<file path="src/source/emmu_consts.svh">
`ifndef EMMU_CONSTS_SVH
`define EMMU_CONSTS_SVH

// ############################
// translation table
// ############################
`define EMMU_TABLE_AW      12   // index width, 4096 entries
`define EMMU_TABLE_DW      48   // entry width, 12 addr bits + 32 upper word + spare

// ############################
// flow control
// ############################
`define EMMU_FIFO_DEPTH    4    // output fifo entries, power of two
`define EMMU_IN_CREDITS    4    // sender credits after reset, same as fifo depth
`define EMMU_OUT_CREDITS   4    // downstream credits after reset

// ############################
// config address map
// ############################
`define EMMU_CTRL_SEL_BIT  16   // 1 = control reg, 0 = table
`define EMMU_BID_BIT       15   // must match block id
`define EMMU_HALF_BIT      2    // 0 = entry bits 31:0, 1 = bits 47:32
`define EMMU_IDX_LSB       3    // table index lives in 14:3

`endif

</file>
<file path="src/source/emesh_pkg.sv">
`include "emmu_consts.svh"

package emesh_pkg;

   // ############################
   // mesh packet
   // ############################

   // 104 bits, field order fixed by the mesh
   typedef struct packed {
      logic [31:0] srcaddr;   // return address for reads
      logic [31:0] data;      // write data
      logic [31:0] dstaddr;   // target, top 12 bits get translated
      logic [4:0]  ctrlmode;
      logic [1:0]  datamode;  // transfer size
      logic        write;     // 1 = write, 0 = read
   } emesh_packet_t;

   // translated packet, 136 bits
   // dstaddr_hi is the upper word for 64-bit targets, zero in bypass
   typedef struct packed {
      logic [31:0]   dstaddr_hi;
      emesh_packet_t pkt;
   } emesh_xpacket_t;

   // ############################
   // translation table
   // ############################

   // one table write, one 32-bit half at a time
   typedef struct packed {
      logic                      en;
      logic [`EMMU_TABLE_AW-1:0] addr;   // entry index
      logic                      half;   // 0 = low word, 1 = high bits
      logic [31:0]               data;   // high half uses only 15:0
   } table_wr_t;

   // one table entry
   //   11:0  replaces dstaddr 31:20
   //   43:12 upper address word
   //   47:44 spare
   typedef logic [`EMMU_TABLE_DW-1:0] table_entry_t;

endpackage

</file>
<file path="src/source/emmu_regs.sv">
`include "emmu_consts.svh"

module emmu_regs
#(
   parameter bit BID = 1'b0                   // block id, compared to addr bit 15
)
(
   input  logic                     rd_clk,
   input  logic                     rst_n,
   // config requests, no back-pressure
   input  logic                     reg_access,
   input  emesh_pkg::emesh_packet_t reg_packet,
   // table write port
   output emesh_pkg::table_wr_t     table_wr,
   // control register
   output logic                     mmu_en,
   // readback
   output logic                     reg_rvalid,
   output logic [31:0]              reg_rdata
);

   import emesh_pkg::*;

   logic                      bid_hit;        // request is for this block
   logic                      ctrl_sel;       // control space vs table space
   logic                      ctrl_wr;
   logic                      ctrl_rd;
   table_wr_t                 wr_next;        // decoded table write

   logic                      wr_en_q;
   logic [`EMMU_TABLE_AW-1:0] wr_addr_q;
   logic                      wr_half_q;
   logic [31:0]               wr_data_q;

   // ############################
   // decode
   // ############################

   assign bid_hit  = (reg_packet.dstaddr[`EMMU_BID_BIT] == BID);
   assign ctrl_sel = reg_packet.dstaddr[`EMMU_CTRL_SEL_BIT];

   assign ctrl_wr = reg_access & reg_packet.write & bid_hit & ctrl_sel;
   assign ctrl_rd = reg_access & ~reg_packet.write & bid_hit & ctrl_sel;

   // table space write
   always_comb
   begin
      wr_next.en   = reg_access & reg_packet.write & bid_hit & ~ctrl_sel;
      wr_next.addr = reg_packet.dstaddr[`EMMU_IDX_LSB +: `EMMU_TABLE_AW];  // 14:3
      wr_next.half = reg_packet.dstaddr[`EMMU_HALF_BIT];
      wr_next.data = reg_packet.data;
   end

   // ############################
   // table write register
   // ############################

   always_ff @(posedge rd_clk or negedge rst_n)
   begin
      if (!rst_n)
         wr_en_q <= 1'b0;
      else
         wr_en_q <= wr_next.en;     // one cycle strobe
   end

   // payload only loads on a real write
   always_ff @(posedge rd_clk)
   begin
      if (wr_next.en)
      begin
         wr_addr_q <= wr_next.addr;
         wr_half_q <= wr_next.half;
         wr_data_q <= wr_next.data;
      end
   end

   assign table_wr = '{en: wr_en_q, addr: wr_addr_q, half: wr_half_q, data: wr_data_q};

   // ############################
   // control reg and readback
   // ############################

   always_ff @(posedge rd_clk or negedge rst_n)
   begin
      if (!rst_n)
      begin
         mmu_en     <= 1'b0;        // bypass out of reset
         reg_rvalid <= 1'b0;
      end
      else
      begin
         if (ctrl_wr)
            mmu_en <= reg_packet.data[0];
         reg_rvalid <= ctrl_rd;     // exactly one cycle after request
      end
   end

   // enable in bit 0, rest zero
   always_ff @(posedge rd_clk)
   begin
      if (ctrl_rd)
         reg_rdata <= {31'd0, mmu_en};
   end

endmodule

</file>
<file path="config.mk">
export PLATFORM = sky130hd
export DESIGN_NAME = emmu_regs
export DESIGN_NICKNAME = d
export VERILOG_FILES = /design/src/source/emesh_pkg.sv /design/src/source/emmu_regs.sv
export VERILOG_INCLUDE_DIRS = /design/src /design/src/source
export SDC_FILE = /design/constraint.sdc
export NUM_CORES = 1
export LEC_CHECK = 0
export BUFFER_PORTS_ARGS = -buffer_cell sky130_fd_sc_hd__buf_2
export CAP_MARGIN = 25
export CORE_AREA = 2 2 72 74
export DETAILED_ROUTE_END_ITERATION = 10
export DIE_AREA = 0 0 74 76
export PLACE_DENSITY = 0.88
export SYNTH_ARGS = -nofsm -noshare
export SYNTH_HDL_FRONTEND = slang
export SYNTH_SLANG_ARGS = --single-unit
</file>
<file path="constraint.sdc">
create_clock -name rd_clk -period 2.1 [get_ports rd_clk]
set_input_delay 0.105 -clock rd_clk [delete_from_list [all_inputs] [get_ports rd_clk]]
set_output_delay 0.105 -clock rd_clk [all_outputs]
set_load 0.02 [all_outputs]
</file>
==> flow_summary.ini <==
[sta]
finalHoldViolCount = 0
finalSetupTns_ps = 0
min_period_ps = 1020
period_share = 0.486
rsz0062_at_grt = no
finalSetupViolCount = 0
fmax_ghz = 0.980
slew_violations = 0
clock_skew_ps = 0.261

[synthesis]
synthCells = 87
yosysTopAreaCellShare = 0.788
ys_types = 7
synth_compound_area_frac = 0
synth_most_common_cell = edfxtp_1
synth-adder-area-share = 0
muxShareOfSynthArea = 0.00642
synth_edf_count = 46
synthXorXnorAreaFrac = 0
netlist_top_cells_area = edfxtp_1, buf_4, dfrtp_1, and4bb_2, mux2_1
yosysSeqAreaShare = 0.831
synthArstFlopShare = 0.0612
ys.flop_type = edfxtp_1
synth_top_family_by_area = buffers and inverters
synth_common_cells = edfxtp_1, buf_4, dfrtp_1
yosys.area.top_type = edfxtp_1
avgSynthCellArea_sq_um = 20.1
synth_simple_gate_area_share = 0.0193
ys_warn_count = 0
synth_area_sq_um = 1750
ys_ff_latch = 49

[global_route]
grt_pass1_vias = 1186
track_usage = 0.153
grt.overflow.total = 0
antenna_found_initial = 0
grt_max_degree = 38
grt_pass1_wl_um = 6220

[cts]
clockRootBuffer = clkbuf_8
htreeDepth = 2
cts_tree = done
cts_resized = 0
cts_max_path_buffers = 2
clk_latency_ps = 290
clk_pin_slew_ps = 80
cts_buffers = 5
cts.sinks = 49

[setup_path]
path_cells = buf_2, and4bb_2, buf_12
critPathLaunch = reg_packet[23]
crit_fanout = 37
critPathKind = primary input to flop
r2r_start = mmu_en
slowest_delay_ps = 520
cp-start-kind = primary input
end_kind = flop
arrival_ps = 1010
crit_slowest_cell = and4bb_2
crit_required_ps = 2090

[placed_design]
dp_hpwl_um = 2810
dp_cells = 254
portBuffers = 99
dpl_cell_area_sq_um = 2220
gp_congestion = 0.742

[pwr]
p_leak_nw = 1.21
power.total_mw = 1.90
power.density_nw_per_um2 = 686
ir_worst_vdd_mv = 0.259

[routing]
num_vias = 1212
via_per_inst = 3.94
drtIter0Drc = 52
routedWlPerCell_um = 14.7
drcViolationCount = 0
drt-pass1-iter-count = 5
ant_nets = 0
wirelength_um = 4530

[finish]
multi_input_area_sq_um = 161
diodes = 0
seq_area_sq_um = 1460
fill_cells = 399
fin_nets = 344
drive_above_1_share = 0.458
synthToLayoutAreaGrowth_pct = 57.7
stdcell_count = 308
finish.instance_area_sq_um = 2760

[floorplan]
dieWidth_um = 74
fp.dieArea_sq_um = 5620
ios = 187
rows = 26
die_h_um = 76
core_sq_um = 4910
start_util = 0.357

[outcome]
status = completed

[job]
drv.max_cap_violation_count = 0

[hold_path]
hp-class = primary input to asynchronous set/reset pin
-- where the power goes --
part / internal (mW) / total (mW) / switching (mW) / leakage [nW]
logic: 0.115 / 0.258 / 0.143 / 0.707
clock network: 0.231 / 0.524 / 0.292 / 0.0450
registers: 1.10 / 1.12 / 0.0111 / 0.457
-- what timing repair did --
action                     in CTS  in global routing
hold endpoints to repair       46                  2
setup buffers                   0                  0
hold buffers                   44                  2
setup endpoints to repair       0                  0
-- final timing paths --
check	endpoint	slack (ps)	depth (start not counted)
max in group asynchronous	mmu_en	1870	2
min in group rd_clk	mmu_en	180	3
worst min-delay path	reg_rvalid	130	2
worst max register to register	mmu_en	1290	1
worst max-delay path	wr_data_q[27]	1080	3
worst min register to register	reg_rdata[0]	490	0
-- per-stage QoR --
step / worst slack (ps) / hold WS, ps / utilization
after detailed placement: 784 / -95.6 / 0.452
after floorplan: 744 / -191 / -
after global routing: 1040 / 134 / 0.563
after CTS: 1080 / 1.51 / 0.559
final: 1080 / 129 / 0.563
after global placement: 781 / -99.1 / 0.452
-- worst max-delay path, delay by kind of cell --
| kind | cells | cell delay, ps |
|---|---|---|
| buffers and inverters | 2 | 380 |
| AND/OR/NAND/NOR | 1 | 520 |
-- state kept, by name (all words and copies together), names as in the netlist --
register and count:
wr_en_q 1, reg_rvalid 1, wr_data_q 32, reg_rdata 1, wr_addr_q 12, mmu_en 1
wr_half_q 1
-- logic make-up after synthesis --
logic type / after synthesis
and+or+nand+nor: 3
buffers and inverters: 33
DFF: 49
other: 1
muxes: 1
-- routing by layer --
layer	GRT usage	wire length (um)
met1	0.149	1600
met2	0.271	2230
met3	0.0635	553
met4	0.0709	138
met5	0	0
-- layout by cell type (no fill, tap or decap), drive strengths merged --
master / n
mux2: 1
clkbuf: 6
and4bb: 2
nand4b: 1
buf: 100
clkinv: 2
dfrtp: 3
dlygate4sd3: 46
conb: 31
edfxtp: 46
-- area by class of cell --
class	instances	area share
clock inverters	2	0.00362
flip-flops and latches	49	0.527
clock buffers	6	0.0263
multi-input cells	35	0.0584
well taps	70	0.0317
repair buffers	146	0.353
No activity file was read; power rests on OpenSTA's default activity.
