File: src/source/emmu_consts.svh
`ifndef EMMU_CONSTS_SVH
`define EMMU_CONSTS_SVH

// ############################
// translation table
// ############################
`define EMMU_TABLE_AW      12   // index width, 4096 entries
`define EMMU_TABLE_DW      48   // entry width, 12 addr bits + 32 upper word + spare

// ############################
// flow control
// ############################
`define EMMU_FIFO_DEPTH    4    // output fifo entries, power of two
`define EMMU_IN_CREDITS    4    // sender credits after reset, same as fifo depth
`define EMMU_OUT_CREDITS   4    // downstream credits after reset

// ############################
// config address map
// ############################
`define EMMU_CTRL_SEL_BIT  16   // 1 = control reg, 0 = table
`define EMMU_BID_BIT       15   // must match block id
`define EMMU_HALF_BIT      2    // 0 = entry bits 31:0, 1 = bits 47:32
`define EMMU_IDX_LSB       3    // table index lives in 14:3

`endif

File: src/source/emesh_pkg.sv
`include "emmu_consts.svh"

package emesh_pkg;

   // ############################
   // mesh packet
   // ############################

   // 104 bits, field order fixed by the mesh
   typedef struct packed {
      logic [31:0] srcaddr;   // return address for reads
      logic [31:0] data;      // write data
      logic [31:0] dstaddr;   // target, top 12 bits get translated
      logic [4:0]  ctrlmode;
      logic [1:0]  datamode;  // transfer size
      logic        write;     // 1 = write, 0 = read
   } emesh_packet_t;

   // translated packet, 136 bits
   // dstaddr_hi is the upper word for 64-bit targets, zero in bypass
   typedef struct packed {
      logic [31:0]   dstaddr_hi;
      emesh_packet_t pkt;
   } emesh_xpacket_t;

   // ############################
   // translation table
   // ############################

   // one table write, one 32-bit half at a time
   typedef struct packed {
      logic                      en;
      logic [`EMMU_TABLE_AW-1:0] addr;   // entry index
      logic                      half;   // 0 = low word, 1 = high bits
      logic [31:0]               data;   // high half uses only 15:0
   } table_wr_t;

   // one table entry
   //   11:0  replaces dstaddr 31:20
   //   43:12 upper address word
   //   47:44 spare
   typedef logic [`EMMU_TABLE_DW-1:0] table_entry_t;

endpackage

File: src/source/emmu_xlate.sv
`include "emmu_consts.svh"

module emmu_xlate
(
   input  logic                      rd_clk,
   input  logic                      rst_n,
   // packet input, credit based
   input  logic                      in_valid,
   input  emesh_pkg::emesh_packet_t  in_packet,
   output logic                      in_credit,       // one pulse per fifo pop
   // control
   input  logic                      mmu_en,
   // table lookup
   output logic                      lookup_en,
   output logic [`EMMU_TABLE_AW-1:0] lookup_idx,
   input  logic [`EMMU_TABLE_DW-1:0] lookup_entry,
   // packet output, credit based
   output logic                      out_valid,
   output emesh_pkg::emesh_xpacket_t out_packet,
   input  logic                      out_credit       // one pulse per returned credit
);

   import emesh_pkg::*;

   localparam int DEPTH = `EMMU_FIFO_DEPTH;
   localparam int PW    = $clog2(DEPTH);                // fifo pointer width
   localparam int CW    = $clog2(`EMMU_OUT_CREDITS + 1);

   // lookup stage
   logic           s1_valid;
   logic           s1_en;           // mmu_en sampled with the packet
   emesh_packet_t  s1_pkt;
   emesh_xpacket_t s1_xpkt;         // translated, ready to push

   // output fifo
   emesh_xpacket_t fifo_mem [DEPTH];
   logic [PW-1:0]  wr_ptr;
   logic [PW-1:0]  rd_ptr;
   logic [PW:0]    fifo_cnt;        // 0..DEPTH
   logic           fifo_empty;
   logic           push;
   logic           pop;

   // downstream credits
   logic [CW-1:0]  out_cred;

   // ############################
   // lookup stage
   // ############################

   // table read issues in the in_valid cycle
   assign lookup_en  = in_valid;
   assign lookup_idx = in_packet.dstaddr[31:20];

   always_ff @(posedge rd_clk or negedge rst_n)
   begin
      if (!rst_n)
         s1_valid <= 1'b0;
      else
         s1_valid <= in_valid;
   end

   // packet lines up with the registered table output
   always_ff @(posedge rd_clk)
   begin
      if (in_valid)
      begin
         s1_pkt <= in_packet;
         s1_en  <= mmu_en;
      end
   end

   // ############################
   // address build
   // ############################

   always_comb
   begin
      s1_xpkt.pkt        = s1_pkt;          // srcaddr, data, modes untouched
      s1_xpkt.dstaddr_hi = 32'd0;           // bypass
      if (s1_en)
      begin
         s1_xpkt.pkt.dstaddr = {lookup_entry[11:0], s1_pkt.dstaddr[19:0]};
         s1_xpkt.dstaddr_hi  = lookup_entry[43:12];   // 64-bit upper word
      end
   end

   // ############################
   // output fifo
   // ############################

   // cannot overflow, sender never holds more credits than entries
   assign push       = s1_valid;
   assign fifo_empty = (fifo_cnt == '0);
   assign pop        = out_valid;

   always_ff @(posedge rd_clk)
   begin
      if (push)
         fifo_mem[wr_ptr] <= s1_xpkt;
   end

   always_ff @(posedge rd_clk or negedge rst_n)
   begin
      if (!rst_n)
      begin
         wr_ptr   <= '0;
         rd_ptr   <= '0;
         fifo_cnt <= '0;
      end
      else
      begin
         if (push)
            wr_ptr <= wr_ptr + 1'b1;      // wraps, depth is a power of two
         if (pop)
            rd_ptr <= rd_ptr + 1'b1;
         case ({push, pop})
            2'b10:   fifo_cnt <= fifo_cnt + 1'b1;
            2'b01:   fifo_cnt <= fifo_cnt - 1'b1;
            default: fifo_cnt <= fifo_cnt;   // none or both
         endcase
      end
   end

   // ############################
   // credits
   // ############################

   assign out_valid  = ~fifo_empty & (out_cred != '0);
   assign out_packet = fifo_mem[rd_ptr];

   always_ff @(posedge rd_clk or negedge rst_n)
   begin
      if (!rst_n)
      begin
         out_cred  <= CW'(`EMMU_OUT_CREDITS);
         in_credit <= 1'b0;
      end
      else
      begin
         case ({out_credit, pop})
            2'b10:   out_cred <= out_cred + 1'b1;   // credit back
            2'b01:   out_cred <= out_cred - 1'b1;   // spent on send
            default: out_cred <= out_cred;
         endcase
         in_credit <= pop;      // freed fifo slot goes back upstream
      end
   end

endmodule

File: config.mk
export PLATFORM = sky130hd
export DESIGN_NAME = emmu_xlate
export DESIGN_NICKNAME = d
export VERILOG_FILES = /design/src/source/emesh_pkg.sv /design/src/source/emmu_xlate.sv
export VERILOG_INCLUDE_DIRS = /design/src /design/src/source
export SDC_FILE = /design/constraint.sdc
export NUM_CORES = 1
export LEC_CHECK = 0
export BUFFER_PORTS_ARGS = -buffer_cell sky130_fd_sc_hd__clkbuf_2
export CORE_MARGIN = 2
export CORE_UTILIZATION = 50
export DETAILED_ROUTE_END_ITERATION = 16
export MAX_ROUTING_LAYER = met4
export PLACE_DENSITY_LB_ADDON = 0.05
export SLEW_MARGIN = 20
export SYNTH_ARGS = -nofsm -noshare
export SYNTH_HDL_FRONTEND = slang
export SYNTH_SLANG_ARGS = --single-unit
File: constraint.sdc
create_clock -name rd_clk -period 8.41 [get_ports rd_clk]
set_input_delay 0.841 -clock rd_clk [delete_from_list [all_inputs] [get_ports rd_clk]]
set_output_delay 0.841 -clock rd_clk [all_outputs]
set_load 0.01 [all_outputs]
==> run_results.csv <==
group,metric,value,unit
status,outcome,"completed",
floorplan,initial_utilization,50.3,%
cells_and_area,n_fill_cell,3476,
detailed_routing,wirelength,45.1,mm
setup_path,critPathKind,"reg -> out",
cts,clk_pin_slew,60,ps
timing,fin_crit,4050,ps
cts,clock_latency,580,ps
detailed_routing,dr.pass1.iters,5,
synthesis,yosys.area.top_type_share,81.7,%
grt,antenna_found_initial,3,
setup_path,cp_cell_sequence,"buf_12 > mux4_2 > clkbuf_2",
cells_and_area,drive_gt1_share,42.0,%
setup_path,cp.arrival,3210,ps
grt,grt_max_degree,97,
cts,cts_resized,0,
place,portBuffers,303,
setup_path,r2r-end,"fifo_mem[1][121]",
grt,overflow,0,
timing,worst_pin_slew,998,ps
timing,finalHoldViolations,0,
setup_path,cp_slowest_cell,"dfrtp_4",
timing,finClkSkew,14.2,ps
flow_run,maxCapViolCount,0,
setup_path,ff2ff_setup_slack,5240,ps
floorplan,die_x,222,um
detailed_routing,drc_errors,0,
cts,cts_tree,"done",
setup_path,cp-end-kind,"output pin",
detailed_routing,avgViaCountPerCell,5.39,
place,gp_congestion,0.707,
cts,ctsHoldBuffers,0,
synthesis,yosysWarnings,0,
timing,finalCritPeriodShare,48.2,%
timing,slew_headroom,33.4,%
cts,cts_made_buffers,69,
grt,grt_pass1_wl,67.3,mm
power,peakVddDrop,0.000220,V
cells_and_area,seqCellArea,19800,sq um
setup_path,max_stage_delay,1010,ps
timing,fmax,247,MHz
cells_and_area,syn2layout_area_growth,16.8,%
cts,cts_root_buffer,"clkbuf_16",
synthesis,synth-edff-count,649,
synthesis,synthCells,931,
floorplan,core_region_area,47400,sq um
synthesis,synthTopCellsByCount,"edfxtp_1, mux4_2, and2_1",
detailed_routing,ant_nets,0,
synthesis,synthFlopType,"edfxtp_1",
floorplan,pin_count,308,
synthesis,synth_most_common_cell,"edfxtp_1",
setup_path,worst-path-buf-inv,2,
grt,grt.total_usage,19.1,%
synthesis,synthTopCellsByArea,"edfxtp_1, mux4_2, dfrtp_1",
power,power,9.64,mW
power,p_per_area,346,nW/um^2
setup_path,worstRegToRegCells,5,
grt,grt_pass1_vias,10800,
detailed_routing,num_vias,10400,
place,dp_hpwl,25.3,mm
synthesis,synth_top_area_cell,"edfxtp_1",
power,leakagePower,9.65,nW
floorplan,die_h,222,um
timing,finalMaxSlewViolations,0,
setup_path,cpLargestDelayFamily,"flip-flops",
cts,post_cts_buffers,0,
setup_path,worst_ep_required_time,7570,ps
synthesis,syn_avg_cell_area,25.6,sq um
timing,finalSetupTns,0,ps
cts,clock_path_buffers,3,
synthesis,netlist-cell-type-count,21,
synthesis,synth-seq-cells,661,
synthesis,synth_fp_nets,1096,
floorplan,rows,80,
timing,rsz0062_at_grt,"no",
synthesis,async_flop_share,1.82,%
place,dpl_cell_area,25900,sq um
setup_path,reg2reg_from,"wr_ptr[1]",
cells_and_area,stdcell_area,27900,sq um
cts,cts-htree-levels,3,
cts,clock-sinks,661,
synthesis,ys_seq_area_share,82.9,%
detailed_routing,first_iter_violations,729,
setup_path,cp_max_fo,96,
cells_and_area,nNetsFinal,1435,
detailed_routing,wl_per_cell,23.4,um
setup_path,critPathLaunchType,"register",
synthesis,syn-cell-area,23900,sq um
cells_and_area,multiInputGateArea,3680,sq um
timing,setup_violations,0,
min_path,hold_class,"in -> async",
floorplan,fp.dieArea,49500,sq um
cells_and_area,utilization,58.8,%
-- cells in the final DEF (no fill, tap or decap), types with 2 or more instances in the layout --
cell type / netlist / routed
nor2_1: 3 / 3
buf_4: 14 / 13
dfrtp_4: 0 / 2
mux2i_1: 2 / 2
clkbuf_1: 5 / 21
dfrtp_1: 11 / 9
clkinv_2: 0 / 5
xnor2_1: 3 / 3
clkbuf_16: 0 / 71
ha_1: 6 / 6
mux4_2: 136 / 136
xor2_1: 6 / 6
and2_1: 36 / 32
mux2_2: 12 / 12
clkinv_1: 0 / 12
clkbuf_2: 0 / 302
edfxtp_1: 649 / 649
diode_2: 0 / 3
nor3_1: 3 / 3
and2_4: 0 / 4
inv_1: 10 / 10
fa_1: 2 / 2
-- through the flow --
| stage | hold slack [ps] | setup slack (ps) | std cells |
|---|---|---|---|
| 2_1_floorplan | 443 | 4160 | 931 |
| 3_3_place_gp | 471 | 4830 | 1814 |
| 3_5_place_dp | 475 | 4840 | 1814 |
| 4_1_cts | 132 | 4200 | 1925 |
| 5_1_grt | 143 | 4060 | 1928 |
| 6_report | 158 | 4360 | 1928 |
-- flip-flops by register name (all words and copies together) (netlist names) --
signal,flops
fifo_mem,544
s1_pkt,104
fifo_cnt,3
out_cred,3
rd_ptr,2
wr_ptr,2
in_credit,1
push,1
s1_en,1
-- final cells by class --
class / count / share of cell area [%]
flip-flops and latches: 661 / 71.0
multi-input cells: 211 / 13.2
clock buffers: 93 / 6.71
repair buffers: 316 / 5.84
well taps: 615 / 2.76
clock inverters: 18 / 0.283
inverters: 11 / 0.148
diodes: 3 / 0.0269
-- where the power goes --
part / internal [mW] / total (mW) / leakage (nW) / switching [mW]
Sequential: 4.29 / 4.52 / 6.18 / 0.232
Clock: 1.54 / 2.68 / 0.950 / 1.14
Combinational: 1.08 / 2.43 / 2.52 / 1.35
-- how the worst max path moves through the flow --
stage,endpoint,slack [ps],cells past startpoint,start
after floorplan,fifo_mem[0][0],4160,3,wr_ptr[0]
after global placement,out_packet[74],4830,3,rd_ptr[0]
final,out_packet[74],4360,3,rd_ptr[0]
after detailed placement,out_packet[74],4840,3,rd_ptr[0]
after global routing,out_packet[17],4060,3,rd_ptr[0]
after CTS,out_packet[26],4200,3,rd_ptr[0]
-- worst reg2reg max path, cell delays in order, from the launching register on --
cell and delay (ps):
dfrtp_1 400, inv_1 90, ha_1 150, and2_4 650, buf_4 680, buf_4 750
-- metal layers --
metal | vias to the layer above | global-route usage [%] | wire, um
li1 | 4574 | - | -
met1 | 5472 | 25.1 | 19000
met2 | 294 | 29.4 | 22200
met3 | 56 | 5.91 | 3100
met4 | 0 | 4.74 | 803
met5 | - | - | 0
-- logic make-up (layout without fill, tap and decap cells) --
family	Yosys count	in the layout	share of synthesized area, %
AO/OA/AOI/OAI	1	1	0.0210
other	0	3	0
adder cells (fa/ha/maj)	8	8	0.482
XOR/XNOR	9	9	0.330
buffers and inverters	59	438	1.67
flip-flops	661	661	82.9
multiplexers	150	150	13.5
AND/OR/NAND/NOR	43	43	1.07
(Power assumes the default switching activity.)
